[src/common/rv32_isa_pkg.sv]
`default_nettype none

package rv32_isa_pkg;

    // word width of the integer datapath
    localparam int unsigned XLEN = 32;
    // instruction word width
    localparam int unsigned ILEN = 32;
    // register index width, 32 architectural registers
    localparam int unsigned REG_W = 5;
    // RV32 shifts only look at the low five bits of the amount
    localparam int unsigned SHAMT_W = 5;

    // major opcodes handled by this slice
    localparam logic [6:0] OPC_OP     = 7'b0110011;
    localparam logic [6:0] OPC_OP_IMM = 7'b0010011;
    localparam logic [6:0] OPC_LUI    = 7'b0110111;

    // funct3 codes, shared by OP and OP-IMM
    localparam logic [2:0] F3_ADD_SUB = 3'b000;
    localparam logic [2:0] F3_SLL     = 3'b001;
    localparam logic [2:0] F3_SLT     = 3'b010;
    localparam logic [2:0] F3_SLTU    = 3'b011;
    localparam logic [2:0] F3_XOR     = 3'b100;
    localparam logic [2:0] F3_SRL_SRA = 3'b101;
    localparam logic [2:0] F3_OR      = 3'b110;
    localparam logic [2:0] F3_AND     = 3'b111;

    // funct7 bit that selects SUB / SRA (instruction bit 30)
    localparam int unsigned F7_ALT_BIT = 5;

    // alu selection, encoding kept from the existing alu block
    typedef enum logic [3:0] {
        ALU_ADD    = 4'd0,
        ALU_SLL    = 4'd1,
        ALU_SLT    = 4'd2,
        ALU_SLTU   = 4'd3,
        ALU_XOR    = 4'd4,
        ALU_SRL    = 4'd5,
        ALU_OR     = 4'd6,
        ALU_AND    = 4'd7,
        ALU_SUB    = 4'd8,
        // result is operand b unchanged, used for LUI
        ALU_PASS_B = 4'd9,
        ALU_SRA    = 4'd13
    } alu_sel_e;

endpackage

`default_nettype wire

[src/common/exec_types_pkg.sv]
`default_nettype none

package exec_types_pkg;

    // upstream sequence number width
    localparam int unsigned TAG_W = 4;

    // instruction as delivered by the issue port
    typedef struct packed {
        logic [rv32_isa_pkg::ILEN-1:0] instr;
        logic [rv32_isa_pkg::XLEN-1:0] rs1_val;
        logic [rv32_isa_pkg::XLEN-1:0] rs2_val;
        logic [TAG_W-1:0]              tag;
    } issue_req_t;

    // decoded operation, ready for the alu
    typedef struct packed {
        rv32_isa_pkg::alu_sel_e         sel;
        logic [rv32_isa_pkg::XLEN-1:0]  op1;
        logic [rv32_isa_pkg::XLEN-1:0]  op2;
        logic [rv32_isa_pkg::REG_W-1:0] rd;
        logic [TAG_W-1:0]               tag;
        logic                           illegal;
    } alu_op_t;

    // writeback result returned on the output port
    typedef struct packed {
        logic [rv32_isa_pkg::REG_W-1:0] rd;
        logic [TAG_W-1:0]               tag;
        logic                           illegal;
        logic [rv32_isa_pkg::XLEN-1:0]  value;
    } wb_result_t;

endpackage

`default_nettype wire

[src/decode/instr_decoder.sv]
`timescale 1ns/10ps
`default_nettype none

module instr_decoder (
    input  logic                       clk,
    input  logic                       rst_n,
    input  logic                       in_req,
    input  exec_types_pkg::issue_req_t in_data,
    output logic                       in_ack,
    input  logic                       op_full,
    output logic                       op_push,
    output exec_types_pkg::alu_op_t    op_data
);

    import rv32_isa_pkg::*;
    import exec_types_pkg::*;

    // instruction fields
    logic [6:0]       opcode;
    logic [2:0]       funct3;
    logic [6:0]       funct7;
    logic [REG_W-1:0] rd;
    logic             alt;
    // immediates
    logic [XLEN-1:0]  imm_i;
    logic [XLEN-1:0]  imm_u;

    // funct3 to alu selection, shared by the register and immediate forms
    function automatic alu_sel_e f3_to_sel(
        input logic [2:0] f3,
        input logic       alt_bit,
        input logic       reg_form
    );
        alu_sel_e sel;
        case (f3)
            // there is no SUBI, bit 30 is part of the immediate there
            F3_ADD_SUB: sel = (alt_bit && reg_form) ? ALU_SUB : ALU_ADD;
            F3_SLL:     sel = ALU_SLL;
            F3_SLT:     sel = ALU_SLT;
            F3_SLTU:    sel = ALU_SLTU;
            F3_XOR:     sel = ALU_XOR;
            // SRA and SRAI both carry bit 30
            F3_SRL_SRA: sel = alt_bit ? ALU_SRA : ALU_SRL;
            F3_OR:      sel = ALU_OR;
            F3_AND:     sel = ALU_AND;
            default:    sel = ALU_ADD;
        endcase
        return sel;
    endfunction

    assign opcode = in_data.instr[6:0];
    assign rd     = in_data.instr[11:7];
    assign funct3 = in_data.instr[14:12];
    assign funct7 = in_data.instr[31:25];
    assign alt    = funct7[F7_ALT_BIT];

    // I-type, sign extended from bit 31
    assign imm_i = {{(XLEN-12){in_data.instr[31]}}, in_data.instr[31:20]};
    // U-type, low 12 bits zero
    assign imm_u = {in_data.instr[31:12], 12'b0};

    always_comb begin
        op_data.sel     = ALU_PASS_B;
        op_data.op1     = in_data.rs1_val;
        op_data.op2     = in_data.rs2_val;
        op_data.rd      = rd;
        op_data.tag     = in_data.tag;
        op_data.illegal = 1'b0;
        case (opcode)
            OPC_OP: begin
                op_data.sel = f3_to_sel(funct3, alt, 1'b1);
            end
            OPC_OP_IMM: begin
                op_data.sel = f3_to_sel(funct3, alt, 1'b0);
                // shamt sits in the low immediate bits
                op_data.op2 = imm_i;
            end
            OPC_LUI: begin
                op_data.sel = ALU_PASS_B;
                op_data.op2 = imm_u;
            end
            default: begin
                // unsupported, pass b = 0 gives value 0
                op_data.op2     = '0;
                op_data.illegal = 1'b1;
            end
        endcase
    end

    // capture on a fresh request when the op fifo has room
    assign op_push = in_req && !in_ack && !op_full;

    // four-phase receive, ack follows the request low
    always_ff @(posedge clk) begin
        if (!rst_n) begin
            in_ack <= 1'b0;
        end else if (op_push) begin
            in_ack <= 1'b1;
        end else if (in_ack && !in_req) begin
            in_ack <= 1'b0;
        end
    end

endmodule

`default_nettype wire

[src/execute/alu.sv]
`timescale 1ns/10ps
`default_nettype none

module alu (
    input  logic [rv32_isa_pkg::XLEN-1:0] op1,
    input  logic [rv32_isa_pkg::XLEN-1:0] op2,
    input  rv32_isa_pkg::alu_sel_e        sel,
    output logic [rv32_isa_pkg::XLEN-1:0] res
);

    import rv32_isa_pkg::*;

    // shift amount, upper bits of op2 ignored
    logic [SHAMT_W-1:0] shamt;
    // compare results
    logic               lt_s;
    logic               lt_u;

    assign shamt = op2[SHAMT_W-1:0];
    assign lt_s  = $signed(op1) < $signed(op2);
    assign lt_u  = op1 < op2;

    always_comb begin
        case (sel)
            ALU_ADD:    res = op1 + op2;
            ALU_SUB:    res = op1 - op2;
            // set-less-than gives 0 or 1
            ALU_SLT:    res = {{(XLEN-1){1'b0}}, lt_s};
            ALU_SLTU:   res = {{(XLEN-1){1'b0}}, lt_u};
            ALU_XOR:    res = op1 ^ op2;
            ALU_OR:     res = op1 | op2;
            ALU_AND:    res = op1 & op2;
            ALU_SLL:    res = op1 << shamt;
            ALU_SRL:    res = op1 >> shamt;
            // arithmetic, sign bit fills from the left
            ALU_SRA:    res = $signed(op1) >>> shamt;
            ALU_PASS_B: res = op2;
            default:    res = '0;
        endcase
    end

endmodule

`default_nettype wire

[src/execute/alu_exec.sv]
`timescale 1ns/10ps
`default_nettype none

module alu_exec (
    input  logic                       clk,
    input  logic                       rst_n,
    input  logic                       op_empty,
    input  exec_types_pkg::alu_op_t    op_head,
    output logic                       op_pop,
    input  logic                       res_full,
    output logic                       res_push,
    output exec_types_pkg::wb_result_t res_data
);

    import rv32_isa_pkg::*;
    import exec_types_pkg::*;

    logic [XLEN-1:0] alu_res;
    // result register holds a value
    logic            res_valid;
    // stage moves when the result fifo has room
    logic            advance;

    alu alu0 (
        .op1 (op_head.op1),
        .op2 (op_head.op2),
        .sel (op_head.sel),
        .res (alu_res)
    );

    assign advance  = !res_full;
    assign op_pop   = advance && !op_empty;
    // push the held result while the next one is loaded
    assign res_push = advance && res_valid;

    always_ff @(posedge clk) begin
        if (!rst_n) begin
            res_valid <= 1'b0;
        end else if (advance) begin
            res_valid <= op_pop;
        end
    end

    // payload register, loaded on each pop
    always_ff @(posedge clk) begin
        if (op_pop) begin
            res_data.rd      <= op_head.rd;
            res_data.tag     <= op_head.tag;
            res_data.illegal <= op_head.illegal;
            // illegal ops already select pass b with zero
            res_data.value   <= alu_res;
        end
    end

endmodule

`default_nettype wire

[src/exec_top.sv]
`timescale 1ns/10ps
`default_nettype none

module exec_top #(
    parameter int unsigned OP_DEPTH  = 4,
    parameter int unsigned RES_DEPTH = 4
) (
    input  logic                       clk,
    input  logic                       rst_n,
    input  logic                       in_req,
    input  exec_types_pkg::issue_req_t in_data,
    output logic                       in_ack,
    output logic                       out_req,
    output exec_types_pkg::wb_result_t out_data,
    input  logic                       out_ack
);

    import exec_types_pkg::*;

    // decoder to operation fifo
    logic       op_push;
    logic       op_full;
    alu_op_t    op_wdata;
    // operation fifo to execute stage
    logic       op_pop;
    logic       op_empty;
    alu_op_t    op_head;
    // execute stage to result fifo
    logic       res_push;
    logic       res_full;
    wb_result_t res_wdata;
    // result fifo to sender
    logic       res_pop;
    logic       res_empty;
    wb_result_t res_head;

    instr_decoder decoder0 (
        .clk     (clk),
        .rst_n   (rst_n),
        .in_req  (in_req),
        .in_data (in_data),
        .in_ack  (in_ack),
        .op_full (op_full),
        .op_push (op_push),
        .op_data (op_wdata)
    );

    stream_fifo #(
        .payload_t (alu_op_t),
        .DEPTH     (OP_DEPTH)
    ) op_fifo0 (
        .clk   (clk),
        .rst_n (rst_n),
        .push  (op_push),
        .wdata (op_wdata),
        .full  (op_full),
        .pop   (op_pop),
        .rdata (op_head),
        .empty (op_empty)
    );

    alu_exec exec0 (
        .clk      (clk),
        .rst_n    (rst_n),
        .op_empty (op_empty),
        .op_head  (op_head),
        .op_pop   (op_pop),
        .res_full (res_full),
        .res_push (res_push),
        .res_data (res_wdata)
    );

    stream_fifo #(
        .payload_t (wb_result_t),
        .DEPTH     (RES_DEPTH)
    ) res_fifo0 (
        .clk   (clk),
        .rst_n (rst_n),
        .push  (res_push),
        .wdata (res_wdata),
        .full  (res_full),
        .pop   (res_pop),
        .rdata (res_head),
        .empty (res_empty)
    );

    result_sender sender0 (
        .clk       (clk),
        .rst_n     (rst_n),
        .res_empty (res_empty),
        .res_head  (res_head),
        .res_pop   (res_pop),
        .out_req   (out_req),
        .out_data  (out_data),
        .out_ack   (out_ack)
    );

endmodule

`default_nettype wire

[src/result_sender.sv]
`timescale 1ns/10ps
`default_nettype none

module result_sender (
    input  logic                       clk,
    input  logic                       rst_n,
    input  logic                       res_empty,
    input  exec_types_pkg::wb_result_t res_head,
    output logic                       res_pop,
    output logic                       out_req,
    output exec_types_pkg::wb_result_t out_data,
    input  logic                       out_ack
);

    import exec_types_pkg::*;

    typedef enum logic {
        S_IDLE,
        S_SEND
    } state_e;

    state_e state;

    // req is high for the whole send state
    assign out_req = (state == S_SEND);
    // head leaves the fifo once the receiver has taken it
    assign res_pop = (state == S_SEND) && out_ack;

    always_ff @(posedge clk) begin
        if (!rst_n) begin
            state <= S_IDLE;
        end else begin
            case (state)
                // previous ack must be gone before a new req
                S_IDLE: if (!out_ack && !res_empty) state <= S_SEND;
                S_SEND: if (out_ack) state <= S_IDLE;
                default: state <= S_IDLE;
            endcase
        end
    end

    // data is latched once, stable while req is up
    always_ff @(posedge clk) begin
        if (state == S_IDLE && !out_ack && !res_empty) begin
            out_data <= res_head;
        end
    end

endmodule

`default_nettype wire

[src/stream_fifo.sv]
`timescale 1ns/10ps
`default_nettype none

module stream_fifo #(
    parameter type         payload_t = logic [7:0],
    parameter int unsigned DEPTH     = 4
) (
    input  logic     clk,
    input  logic     rst_n,
    input  logic     push,
    input  payload_t wdata,
    output logic     full,
    input  logic     pop,
    output payload_t rdata,
    output logic     empty
);

    // DEPTH is a power of two, so pointers wrap on their own
    localparam int unsigned AW = $clog2(DEPTH);

    payload_t mem [0:DEPTH-1];

    // extra msb tells a full buffer from an empty one
    logic [AW:0] wr_ptr;
    logic [AW:0] rd_ptr;

    always_ff @(posedge clk) begin
        if (!rst_n) begin
            wr_ptr <= '0;
        end else if (push) begin
            wr_ptr <= wr_ptr + 1'b1;
        end
    end

    always_ff @(posedge clk) begin
        if (!rst_n) begin
            rd_ptr <= '0;
        end else if (pop) begin
            rd_ptr <= rd_ptr + 1'b1;
        end
    end

    // storage
    always_ff @(posedge clk) begin
        if (push) begin
            mem[wr_ptr[AW-1:0]] <= wdata;
        end
    end

    // head is read straight from the array
    assign rdata = mem[rd_ptr[AW-1:0]];

    assign empty = (wr_ptr == rd_ptr);
    // same slot, opposite lap
    assign full  = (wr_ptr[AW] != rd_ptr[AW]) && (wr_ptr[AW-1:0] == rd_ptr[AW-1:0]);

endmodule

`default_nettype wire

[config.mk]
export PLATFORM = sky130hd
export DESIGN_NAME = exec_top
export DESIGN_NICKNAME = d
export VERILOG_FILES = /design/src/common/rv32_isa_pkg.sv /design/src/common/exec_types_pkg.sv /design/src/decode/instr_decoder.sv /design/src/execute/alu.sv /design/src/execute/alu_exec.sv /design/src/exec_top.sv /design/src/result_sender.sv /design/src/stream_fifo.sv
export SDC_FILE = /design/constraint.sdc
export NUM_CORES = 1
export LEC_CHECK = 0
export BUFFER_PORTS_ARGS = -buffer_cell sky130_fd_sc_hd__buf_2
export CELL_PAD_IN_SITES_DETAIL_PLACEMENT = 1
export CELL_PAD_IN_SITES_GLOBAL_PLACEMENT = 1
export CORE_ASPECT_RATIO = 0.9
export CORE_MARGIN = 2
export CORE_UTILIZATION = 55
export DETAILED_ROUTE_END_ITERATION = 6
export PLACE_DENSITY = 0.94
export SLEW_MARGIN = 20
export SYNTH_ARGS = -nofsm -noshare
export SYNTH_HDL_FRONTEND = slang
export SYNTH_SLANG_ARGS = --single-unit
[constraint.sdc]
create_clock -name clk -period 8.9 [get_ports clk]
set_clock_uncertainty 0.15 [all_clocks]
set_input_delay 1.78 -clock clk [delete_from_list [all_inputs] [get_ports clk]]
set_output_delay 1.78 -clock clk [all_outputs]
set_load 0.02 [all_outputs]
---- Word-level counts from Yosys, hierarchy flattened ----
Memories as Yosys holds them, arrays and structs flattened. A register that Yosys moved wholly into a read port is not among the register bits.
Cells that the tools add are included.
storage, ports and cells
  flip-flop bits (word level) ............. 57
  output and inout port bits .............. 44
  memories ................................ 2
  memory bits (writable) .................. 480
  bits of input ports ..................... 104
  logic and storage cells ................. 95
memories
  name           words  width  read ports  clocked after Yosys merged registers in  wr ports  RTL line           text
  op_fifo0.mem   4      78     1           1                                        1         stream_fifo.sv:21  payload_t mem [0:DEPTH-1];
  res_fifo0.mem  4      42     1           1                                        1         stream_fifo.sv:21
cells by class
  reduce and logical (&&, ||, !) cells .... 22
  mux-type cells .......................... 19
  $lt $le $gt $ge ......................... 2
  shifts and indexed selects .............. 3
  add/subtract/negate cells ............... 6
  bitwise logic cells ..................... 4
  equal/unequal tests ..................... 26
operators with widths
  cell                                            number
  one-hot mux 32 bit (11 select lines)            1
  one-hot mux 32 bit (3 select lines)             1
  less-than comparator 32 bit                     2
  one-hot mux 4 bit (8 select lines)              2
  adder 32 bit                                    1
  bitwise AND 32 bit                              1
  bitwise OR 32 bit                               1
  << shifter 32 x 5 -> 32 bit                     1
  >> shifter 32 x 5 -> 32 bit                     1
  >>> shifter 32 x 5 -> 32 bit                    1
  subtractor 32 bit                               1
  bitwise XOR 32 bit                              1
  == test 4 x 3 -> 1 bit (second input constant)  4
  == test 7 x 6 -> 1 bit (second input constant)  2
  adder 3 x 1 -> 3 bit (second input constant)    4
  == test 3 bit (second input constant)           4
  == test 4 bit (second input constant)           3
  logical AND 1 bit                               11
  2-to-1 mux 1 bit                                9
  == test 4 x 2 -> 1 bit (second input constant)  2
  2-to-1 mux 4 bit                                2
  one-hot mux 4 bit (2 select lines)              1
  == test 7 x 5 -> 1 bit (second input constant)  1
  logical NOT 1 bit                               7
  13 further kinds                                18

---- Logic depth before layout (Yosys ltp) ----
Gate-level depths: netlist of run 1.
  word-level depth ........................ 6
  gate-level depth with buffers ........... 21
  gate-level depth less buffers ........... 15

---- Cells and area by module ----
Synthesis of run 1 repeated with hierarchy kept, for this count alone.
second synthesis, totals
  cells, all modules ...................... 2292
  area total of the unflattened synthesis .. 30840.8 um^2
modules (own cells, without submodules)
  module                    area an instance (um^2)  seq. area each (um^2)  cells an instance  times used
  stream_fifo at op_fifo0   11676.2                  9529.1                 449                1
  alu                       8923.6                   0.0                    1332               1
  stream_fifo at res_fifo0  6516.2                   5205.0                 261                1
  result_sender             1311.3                   1281.2                 47                 1
  alu_exec                  1307.5                   1281.2                 47                 1
  instr_decoder             1106.1                   20.0                   156                1

---- Worst setup path before layout of run 1 ----
No wires, ideal clock.
  kind .................................... input-to-reg
  start ................................... in out_ack
  end ..................................... reg sender0.out_data[0] (netlist name)
  stages on the path ...................... 1
  library setup time ...................... 0.494 ns
  arrival ................................. 4.742 ns
  data required time ...................... 8.256 ns
  path slack .............................. 3.514 ns
  path buffers ............................ 0
  cell sequence ........................... nor3_1
on the way
  longest elaborated chain between the ends .. 3
ends and longest elaborated chain
  item                             RTL line             text
  start: declaration               exec_top.sv:15       input logic out_ack
  logical NOT 1 bit                result_sender.sv:44  if (state == S_IDLE && !out_ack && !res_empty) begin
  logical AND 1 bit (2 in series)  result_sender.sv:44
No other way between the ends.
A chain may end at the register's enable or synchronous reset.

==> metrics.csv, run 1 <==
stage,metric,value,unit
status,outcome,finished clean,
grt,GRT Total Usage,34.9,%
synth,Synth Register Bits,581,
synth,Commonest cells post-synth,"edfxtp_1 (564), nand2_1 (177), nor2_1 (153)",
routing,post-DR wirelength/cell,31.1,um
sta,Tmin final,6.46,ns
worst_hold_path,Hold Crit Depth,2,
power,sw frac,45.0,%
grt,met2 usage,57.2,%
power,Psw,5.72,mW
final_layout,Filler cells,5097,
worst_hold_path,Tightest Hold Check Type,flip-flop to flip-flop,
sta,Rel. slew slack,31.4,%
synth,"count leader, synth",edfxtp_1,
synth,asr flop ratio synth,0,%
worst_setup_path,crit path cell chain,buf_4 > mux2_2 > o21a_2 > ha_1 > o211ai_1 > o21ai_0 > o2111ai_1 > and4b_1 > o41ai_1 > a31oi_1 > o21ai_0 > a32oi_1 > xnor2_1 > o21ai_1,
worst_hold_path,hold_sp,decoder0.in_ack,
worst_setup_path,Setup Crit Path Kind,flip-flop to flip-flop,
final_layout,register area,17300,um2
worst_setup_path,CP Capture Type,flip-flop,
routing,Routed Antenna Nets,0,
cts,Hold Buf Count CTS,0,
power,Power Density,390,nW/um2
power,design internal power,7.00,mW
routing,drt via density,6.70,
power,power after layout,12.7,mW
synth,yosys warns,0,
grt,grt ovf,0,
die,FP Rows,80,
cts,post-CTS setup buffers,0,
power,clock power share,18.9,%
worst_setup_path,CP startpoint kind,flip-flop,
worst_setup_path,CP max stage delay,0.91,ns
routing,DR DRC count,0,
grt,initial antenna violation count,4,
final_layout,Multi-input gate area,11200,um2
routing,Initial DRC Count,2020,
grt,busiest grt layer,met2,
worst_setup_path,critical path depth,14,
synth,Cell variety after synth,79,
synth,Post-Syn Area,29400,um2
sta,final hold vios,0,
worst_setup_path,"Max FO, Critical Path",51,
grt,first-pass GRT wire length,141000,um
die,Initial Util,55.6,%
flow_run,max cap viols,0,
worst_setup_path,"most used cell, CP",o21ai_0,
die,Die Span Y,223,um
synth,Post-Syn Nets,2444,
worst_hold_path,sink of the worst hold path,decoder0.in_ack,
worst_setup_path,"Largest delay share family, worst path",compound AO/OA/AOI/OAI gates,
final_layout,P&R area growth vs syn,10.9,%
cts,Worst-Skew Late Latency,0.64,ns
grt,M1 GR Usage,46.5,%
sta,Slew @ Worst Pin,1.03,ns
sta,RSZ-0062 raised after global routing,no,
grt,routing usage on met3,5.88,%
final_layout,post-route insts no fill,3076,
grt,largest net degree at the start of global routing,68,
sta,Max Clk Rate,155,MHz
place,Final GP Congestion,0.994,
worst_setup_path,Worst R2R Setup Slack,2.44,ns
power,LEAKAGE,11.7,nW
synth,Yosys top cell by area,edfxtp_1,
cts,CTS Buf Count,57,
die,I/O pin cnt,148,
final_layout,share of layout cells above drive strength 1,18.3,%
sta,Max Slew Vio Count,0,
final_layout,Post-layout nets,2549,
routing,1st-pass router iterations,5,
grt,number of global-route vias before repair,21500,
cts,CTS resizes,0,
cts,clock buffer depth,3,
worst_setup_path,FF-to-FF End,exec0.res_data[27],
synth,"Seq/Total Area, Yosys",58.7,%
power,Gate power share,50.3,%
synth,top_reg_cell synth,edfxtp_1,
cts,CTS tree,built,
place,Placed Cells,2972,
cts,Sink Count,581,
die,Core ar.,53000,um2
cts,CTS HTree Levels,2,
worst_setup_path,Buf/Inv on CP,1,
place,post-DP HPWL,66800,um
synth,"EDFF count, synth",564,
die,Die ar.,55400,um2
worst_setup_path,r2r worst-path depth,14,
synth,Mapped Cells,2229,
worst_setup_path,"Req. time, crit path",9.13,ns
die,die width,248,um
synth,post-synth top area share,57.6,%
synth,post-synthesis area per instance,13.2,um2
sta,final setup violation count,0,
power,maximum vdd ir drop,0.217,mV
synth,top area cells in the synthesized netlist,"edfxtp_1 (58%), mux4_2 (8.8%), ha_1 (4.6%)",
cts,Root Buffer,clkbuf_16,
sta,final period utilization,72.6,%
routing,Vias,20600,
routing,final WL,95600,um
power,Seq pwr share,30.7,%
place,# port buffers,147,
cts,CTS clock-pin slew for the worst setup and hold paths,0.08,ns
worst_setup_path,CP arrival,6.69,ns
sta,setup TNS,0,ns
worst_setup_path,CP max-delay cell,dfxtp_4,
==> layer usage <==
layer / wire length [um] / up-vias
li1: - / 8782
met1: 37600 / 10500
met2: 46500 / 1070
met3: 7520 / 240
met4: 4040 / 4
met5: 23 / -
==> layout make-up <==
| class | count | share of cell area [%] |
|---|---|---|
| multi-input combinational | 1413 | 34.5 |
| clock buffer | 64 | 4.45 |
| clock inverter | 38 | 1.22 |
| sequential | 581 | 53.0 |
| tap | 697 | 2.67 |
| antenna | 2 | 0.0153 |
| timing repair buffer | 180 | 3.01 |
| inverter | 101 | 1.16 |
==> through the flow <==
| stage | util [%] | area (um2) | hold slack (ns) | setup slack (ns) |
|---|---|---|---|---|
| floorplan | - | 29400 | 0.309 | 3.51 |
| global placement | 58.1 | 30800 | 0.291 | 2.92 |
| detailed placement | 58.1 | 30800 | 0.313 | 2.69 |
| CTS | 61.6 | 32600 | 0.319 | 2.66 |
| global route | 61.6 | 32600 | 0.350 | 2.23 |
| finish | 61.6 | 32600 | 0.317 | 2.44 |
==> sequential cells by signal, summed over array words and instances (netlist names), named ones only <==
signal / count
op_fifo0.mem: 312
res_fifo0.mem: 168
exec0.res_data: 42
sender0.out_data: 42
op_fifo0.rd_ptr: 3
op_fifo0.wr_ptr: 3
res_fifo0.rd_ptr: 3
res_fifo0.wr_ptr: 3
decoder0.in_ack: 1
exec0.res_valid: 1
sender0.out_req: 1
==> logic make-up (layout without fill, tap and decap cells) <==
group           after synthesis  in the layout  share of synthesized area, %
other cells                   0              2                             0
simple gates                509            509                          7.80
xor+xnor                     40             40                          1.19
mux                         223            223                          12.6
compound gates              530            530                          11.5
buf+inv                     235            383                          3.37
fa+ha+maj                   111            111                          4.77
flops                       581            581                          58.7
==> worst max path at each step <==
| stage | from | endpoint | slack [ns] |
|---|---|---|---|
| 3_5_place_dp | flip-flop | exec0.res_data[27] | 2.69 |
| 5_1_grt | flip-flop | exec0.res_data[27] | 2.23 |
| 3_3_place_gp | flip-flop | exec0.res_data[31] | 2.92 |
| 6_report | flip-flop | exec0.res_data[27] | 2.44 |
| 4_1_cts | flip-flop | exec0.res_data[27] | 2.66 |
| 2_1_floorplan | out_ack | sender0.out_data[0] | 3.51 |
==> power by group through the flow <==
stage | registers, mW | clock network, mW | logic [mW]
floorplan | 3.84 | 0 | 4.08
global placement | 3.89 | 0 | 5.94
detailed placement | 3.95 | 0 | 6.10
CTS | 3.91 | 2.44 | 6.17
global route | 3.95 | 2.52 | 6.73
finish | 3.91 | 2.41 | 6.40
==> worst register-to-register path, delay by kind of cell, from the launching register on <==
family                   cells  cell delay, ns
multiplexers                 1            0.42
flip-flops                   1            0.91
AO/OA/AOI/OAI                9            3.12
buffers and inverters        1            0.62
XOR/XNOR                     1            0.25
AND/OR/NAND/NOR              1            0.31
adder cells (fa/ha/maj)      1            0.44
==> layout by cell type, fill, tap and decap left out, types with 13 or more instances in the layout <==
cell type / netlist / final
a211oi_1: 19 / 19
a21o_1: 21 / 21
a21oi_1: 126 / 125
a221oi_1: 24 / 24
a31oi_1: 18 / 18
and2_1: 22 / 14
buf_2: 37 / 147
buf_4: 7 / 33
clkbuf_16: 0 / 57
clkinv_2: 0 / 13
dfxtp_1: 17 / 13
edfxtp_1: 564 / 564
ha_1: 109 / 109
inv_1: 99 / 99
mux2_2: 17 / 17
mux2i_1: 89 / 88
mux4_2: 115 / 115
nand2_1: 177 / 177
nand2b_1: 14 / 14
nand3_1: 35 / 35
nor2_1: 153 / 153
nor2b_1: 17 / 17
nor3_1: 39 / 37
o2111ai_1: 13 / 13
o211ai_1: 26 / 26
o21ai_0: 148 / 146
o22ai_1: 18 / 18
xnor2_1: 27 / 27
xor2_1: 13 / 13
Power figures use the tool's default switching activity.
==> run 2, diff against run 1 <==
CORE_UTILIZATION = 51   (was 55)
PLACE_DENSITY = 0.89   (was 0.94)
clock period = 6.3 ns   (was 8.9 ns; I/O delays follow)
==> metrics.csv, run 2 (synthesis results as in run 1) <==
stage,metric,value,unit,change
final_layout,Post-layout nets,2562,,+0.51%
cts,post-CTS setup buffers,0,,unchanged
cts,CTS HTree Levels,2,,unchanged
cts,CTS clock-pin slew for the worst setup and hold paths,0.07,ns,about the same
sta,Tmin final,5.63,ns,-0.828 ns
worst_setup_path,"Req. time, crit path",6.54,ns,-2.59 ns
sta,final setup violation count,0,,unchanged
cts,Sink Count,581,,unchanged
grt,number of global-route vias before repair,21300,,-1.2%
worst_setup_path,"most used cell, CP",inv_1,,
final_layout,Filler cells,5646,,+11%
sta,setup TNS,0,ns,unchanged
die,FP Rows,83,,+3.8%
power,maximum vdd ir drop,0.268,mV,+24%
place,# port buffers,147,,unchanged
final_layout,antenna fix cells,0,,-2
worst_hold_path,Tightest Hold Check Type,flip-flop to flip-flop,,
grt,initial antenna violation count,6,,+2
power,Power Density,552,nW/um2,+42%
final_layout,P&R area growth vs syn,11.6,%,
final_layout,final core occ,57.6,%,-4.0 points
final_layout,max reg flops,312,,unchanged
routing,DR DRC count,0,,unchanged
worst_setup_path,"Max FO, Critical Path",18,,-65%
sta,RSZ-0062 raised after global routing,no,,
grt,grt ovf,0,,unchanged
sta,final period utilization,89.4,%,+17 points
cts,Worst-Skew Late Latency,0.65,ns,about the same
die,die width,257,um,+3.8%
routing,Initial DRC Count,2255,,+12%
final_layout,register area,17300,um2,unchanged
final_layout,"leading cell type in the layout, fill and taps excluded",edfxtp_1,,
grt,GRT Total Usage,32.8,%,-2.1 points
die,I/O pin cnt,148,,unchanged
cts,CTS tree,built,,
die,Die Span Y,232,um,+3.8%
die,Initial Util,51.6,%,-4.0 points
routing,drt via density,6.55,,-2.2%
cts,Hold Buf Count CTS,0,,unchanged
place,Final GP Congestion,1.00,,+1.1%
die,Core ar.,57000,um2,+7.7%
flow_run,max cap viols,0,,unchanged
cts,CTS Buf Count,57,,unchanged
routing,final WL,97600,um,+2.1%
sta,worst hold margin,0.321,ns,+0.00341 ns
cts,clock buffer depth,3,,unchanged
final_layout,share of layout cells above drive strength 1,18.5,%,+0.20 points
routing,Routed Antenna Nets,0,,unchanged
grt,largest net degree at the start of global routing,81,,+19%
worst_setup_path,CP arrival,5.87,ns,-0.82 ns
sta,Slew @ Worst Pin,1.13,ns,+0.0981 ns
worst_setup_path,CP max stage delay,0.65,ns,-0.26 ns
routing,post-DR wirelength/cell,30.9,um,-0.64%
cts,Root Buffer,clkbuf_16,,
worst_setup_path,CP Capture Type,flip-flop,,
grt,first-pass GRT wire length,144000,um,+1.7%
die,Die ar.,59600,um2,+7.7%
place,post-DP HPWL,68700,um,+2.8%
sta,Max Clk Rate,177,MHz,+15%
worst_setup_path,crit path cell chain,mux4_2 > inv_1 > ha_1 > inv_1 > fa_1 > nor2b_1 > o221ai_1 > nor4b_1 > o21ai_0 > a21oi_1 > o311ai_0 > a221oi_1 > nor2_1 > a2111oi_2 > nand2_1,,
worst_setup_path,CP max-delay cell,mux4_2,,
worst_setup_path,CP startpoint kind,flip-flop,,
routing,Vias,20700,,+0.47%
power,LEAKAGE,11.7,nW,+0.44%
sta,Rel. slew slack,24.6,%,-6.8 points
sta,final hold vios,0,,unchanged
sta,Max Slew Vio Count,0,,unchanged
cts,CTS resizes,0,,unchanged
routing,1st-pass router iterations,5,,unchanged
final_layout,most frequent cells in the layout,"edfxtp_1 (564), nand2_1 (177), nor2_1 (152), o21ai_0 (147), buf_2 (147)",,
worst_setup_path,Setup Crit Path Kind,flip-flop to flip-flop,,
status,outcome,finished clean,,
final_layout,Multi-input gate area,11200,um2,about the same
==> run 2: worst max-delay path: cells and delay by family, from the launching register on <==
kind                     cells  cell delay (ns)
adder cells (fa/ha/maj)      2             0.69
flip-flops                   1             0.61
multiplexers                 1             0.65
AND/OR/NAND/NOR              4             0.80
AO/OA/AOI/OAI                6             2.23
buffers and inverters        2             0.23
==> run 2: final cells by class <==
| class | count | share of cell area [%] |
|---|---|---|
| timing repair buffer | 193 | 3.45 |
| inverter | 101 | 1.15 |
| clock inverter | 35 | 1.08 |
| multi-input combinational | 1413 | 34.2 |
| sequential | 581 | 52.7 |
| clock buffer | 72 | 4.52 |
| tap | 765 | 2.92 |
==> run 2: metal layers <==
metal / global-route usage, % / vias up / wire length, um
met2: 51.7 / 1088 / 44900
met3: 5.69 / 220 / 7880
met5: 0 / - / 46
met4: 14.4 / 8 / 4590
li1: - / 8810 / -
met1: 45.1 / 10600 / 40200
==> run 2: metrics by stage <==
stage	cells	setup slack, ns	total power, mW	instance area, um2
after detailed placement	3053	0.881	14.4	31000
after global routing	3160	0.331	18.8	32800
after CTS	3160	0.758	17.8	32800
after floorplan	2229	1.11	11.2	29400
final	3160	0.665	18.1	32800
after global placement	3053	1.20	14.1	31000
==> run 2: report_power, final <==
part	total (mW)	internal (mW)	switching, mW
Clock	3.38	1.86	1.52
Combinational	9.27	2.92	6.36
Sequential	5.46	5.10	0.360
Total	18.1	9.87	8.24
==> run 2: path summary, 6_finish.rpt <==
path	start	endpoint	slack, ns	depth (start not counted)
worst min-delay path	decoder0.in_ack	decoder0.in_ack	0.32	2
worst max register to register	flip-flop	exec0.res_data[30]	0.67	15
worst max-delay path	flip-flop	exec0.res_data[30]	0.67	15
worst min register to register	decoder0.in_ack	decoder0.in_ack	0.32	2
==> run 3, diff against run 2 <==
BUFFER_PORTS_ARGS = not set   (was -buffer_cell sky130_fd_sc_hd__buf_2)
CORE_UTILIZATION = 48   (was 51)
DONT_BUFFER_PORTS = 1   (was not set)
PLACE_DENSITY = 0.85   (was 0.89)
clock period = 5.1 ns   (was 6.3 ns; I/O delays follow)
==> metrics.csv, run 3 (synthesis results as in run 1) <==
stage,metric,value,unit,change
cts,Sink Count,581,,unchanged
routing,1st-pass router iterations,5,,unchanged
worst_setup_path,CP startpoint kind,flip-flop,,
sta,Slew @ Worst Pin,0.905,ns,-0.223 ns
cts,Worst-Skew Late Latency,0.64,ns,about the same
final_layout,"leading cell type in the layout, fill and taps excluded",edfxtp_1,,
routing,post-DR wirelength/cell,30.3,um,-2.1%
power,Gate power share,51.5,%,+0.3 points
routing,Initial DRC Count,1895,,-16%
final_layout,antenna fix cells,0,,unchanged
die,Die Span Y,239,um,+3.0%
die,Initial Util,48.3,%,-3.3 points
power,design internal power,12.6,mW,+27%
cts,Root Buffer,clkbuf_16,,
power,maximum vdd ir drop,0.357,mV,+33%
cts,clock buffer depth,3,,unchanged
sta,Max Slew Vio Count,0,,unchanged
power,clock power share,18.4,%,-0.3 points
final_layout,Post-layout nets,2464,,-3.8%
final_layout,final core occ,53.5,%,-4.0 points
worst_setup_path,CP Capture Type,flip-flop,,
cts,CTS resizes,0,,unchanged
final_layout,most frequent cells in the layout,"edfxtp_1 (564), nand2_1 (177), nor2_1 (152), o21ai_0 (145), a21oi_1 (125)",,
die,die width,265,um,+3.0%
sta,final hold vios,0,,unchanged
cts,CTS clock-pin slew for the worst setup and hold paths,0.07,ns,about the same
die,I/O pin cnt,148,,unchanged
die,Die ar.,63300,um2,+6.1%
place,post-DP HPWL,68600,um,-0.11%
routing,Vias,19800,,-4.2%
sta,setup TNS,0,ns,unchanged
final_layout,P&R area growth vs syn,10.8,%,
place,Final GP Congestion,0.954,,-5.0%
worst_setup_path,"Max FO, Critical Path",16,,-2
sta,RSZ-0062 raised after global routing,no,,
grt,largest net degree at the start of global routing,80,,-1.2%
cts,CTS Buf Count,58,,+1.8%
sta,final period utilization,96.6,%,+7.2 points
routing,Routed Antenna Nets,0,,unchanged
grt,grt ovf,0,,unchanged
final_layout,max reg flops,312,,unchanged
worst_setup_path,Setup Crit Path Kind,flip-flop to flip-flop,,
power,LEAKAGE,11.4,nW,-2.7%
grt,first-pass GRT wire length,138000,um,-4.3%
final_layout,Filler cells,5990,,+6.1%
die,FP Rows,86,,+3.6%
cts,CTS tree,built,,
worst_setup_path,CP arrival,5.11,ns,-0.76 ns
power,Psw,10.1,mW,+22%
sta,Rel. slew slack,39.5,%,+15 points
worst_setup_path,"Req. time, crit path",5.28,ns,-1.26 ns
grt,initial antenna violation count,3,,-3
sta,Tmin final,4.93,ns,-0.708 ns
worst_hold_path,Tightest Hold Check Type,input port to flip-flop,,
grt,GRT Total Usage,29.6,%,-3.2 points
grt,number of global-route vias before repair,20400,,-4.1%
flow_run,max cap viols,0,,unchanged
power,sw frac,44.5,%,-0.99 points
power,Seq pwr share,30.0,%,about the same
place,# port buffers,0,,-100%
status,outcome,finished clean,,
die,Core ar.,60900,um2,+6.8%
power,Power Density,695,nW/um2,+26%
final_layout,share of layout cells above drive strength 1,15.2,%,-3.2 points
cts,CTS HTree Levels,2,,unchanged
routing,drt via density,6.42,,-2.0%
cts,Hold Buf Count CTS,0,,unchanged
routing,DR DRC count,0,,unchanged
cts,post-CTS setup buffers,0,,unchanged
sta,Max Clk Rate,203,MHz,+14%
sta,final setup violation count,0,,unchanged
routing,final WL,93400,um,-4.3%
==> run 3: power groups by stage <==
stage | combinational (mW) | sequential, mW | clock (mW)
2_1_floorplan | 7.13 | 6.70 | 0
3_3_place_gp | 11.1 | 6.79 | 0
3_5_place_dp | 11.2 | 6.90 | 0
4_1_cts | 11.3 | 6.81 | 4.25
5_1_grt | 12.4 | 6.87 | 4.40
6_report | 11.7 | 6.81 | 4.18
==> run 3: area by class of cell <==
type                            instances  area [um2]  area share [%]
Multi-Input combinational cell       1413       11300            34.6
Sequential cell                       581       17300            53.0
Timing Repair Buffer                   94         792            2.43
Clock inverter                         27         308           0.944
Clock buffer                           80        1560            4.80
Tap cell                              792         991            3.04
Inverter                              101         379            1.16
==> run 3: per-stage QoR <==
stage | std cells | power (mW) | instance area, um2 | setup WS (ns) | hold slack, ns
floorplan | 2229 | 13.8 | 29400 | 0.0607 | 0.309
global placement | 2981 | 17.9 | 30700 | 0.188 | 0.318
detailed placement | 2981 | 18.1 | 30700 | 0.109 | 0.338
CTS | 3088 | 22.4 | 32600 | 0.0957 | 0.287
global route | 3088 | 23.7 | 32600 | 0.0287 | 0.296
finish | 3088 | 22.7 | 32600 | 0.173 | 0.319
==> run 3: layer usage <==
metal / vias to the layer above / wire length [um] / global-route usage [%]
met3: 131 / 5940 / 3.76
met5: - / 12 / 0
met1: 10200 / 40400 / 41.8
li1: 8620 / - / -
met4: 2 / 2370 / 7.60
met2: 845 / 44700 / 48.9
==> run 3: final timing paths <==
kind / cells past startpoint / to / slack [ns] / start
hold reg to reg: 0 / res_fifo0.mem[2][21] / 0.35 / exec0.res_data[21]
hold / removal: 0 / op_fifo0.mem[0][72] / 0.32 / in_data[66]
setup reg to reg: 16 / exec0.res_data[29] / 0.17 / flip-flop
setup / recovery: 16 / exec0.res_data[29] / 0.17 / flip-flop
==> run 3: critical path, stage by stage, from the launching register on <==
cell	delay (ns)
dfxtp_4	0.47
buf_4	0.21
mux2i_1	0.09
mux2_2	0.38
buf_4	0.24
ha_1	0.35
a211oi_1	0.10
o21ai_1	0.29
o2111ai_1	0.26
and4b_1	0.33
o41ai_1	0.42
buf_4	0.22
nor4b_1	0.27
o21ai_0	0.15
a21o_1	0.19
xnor2_1	0.25
o211ai_1	0.23
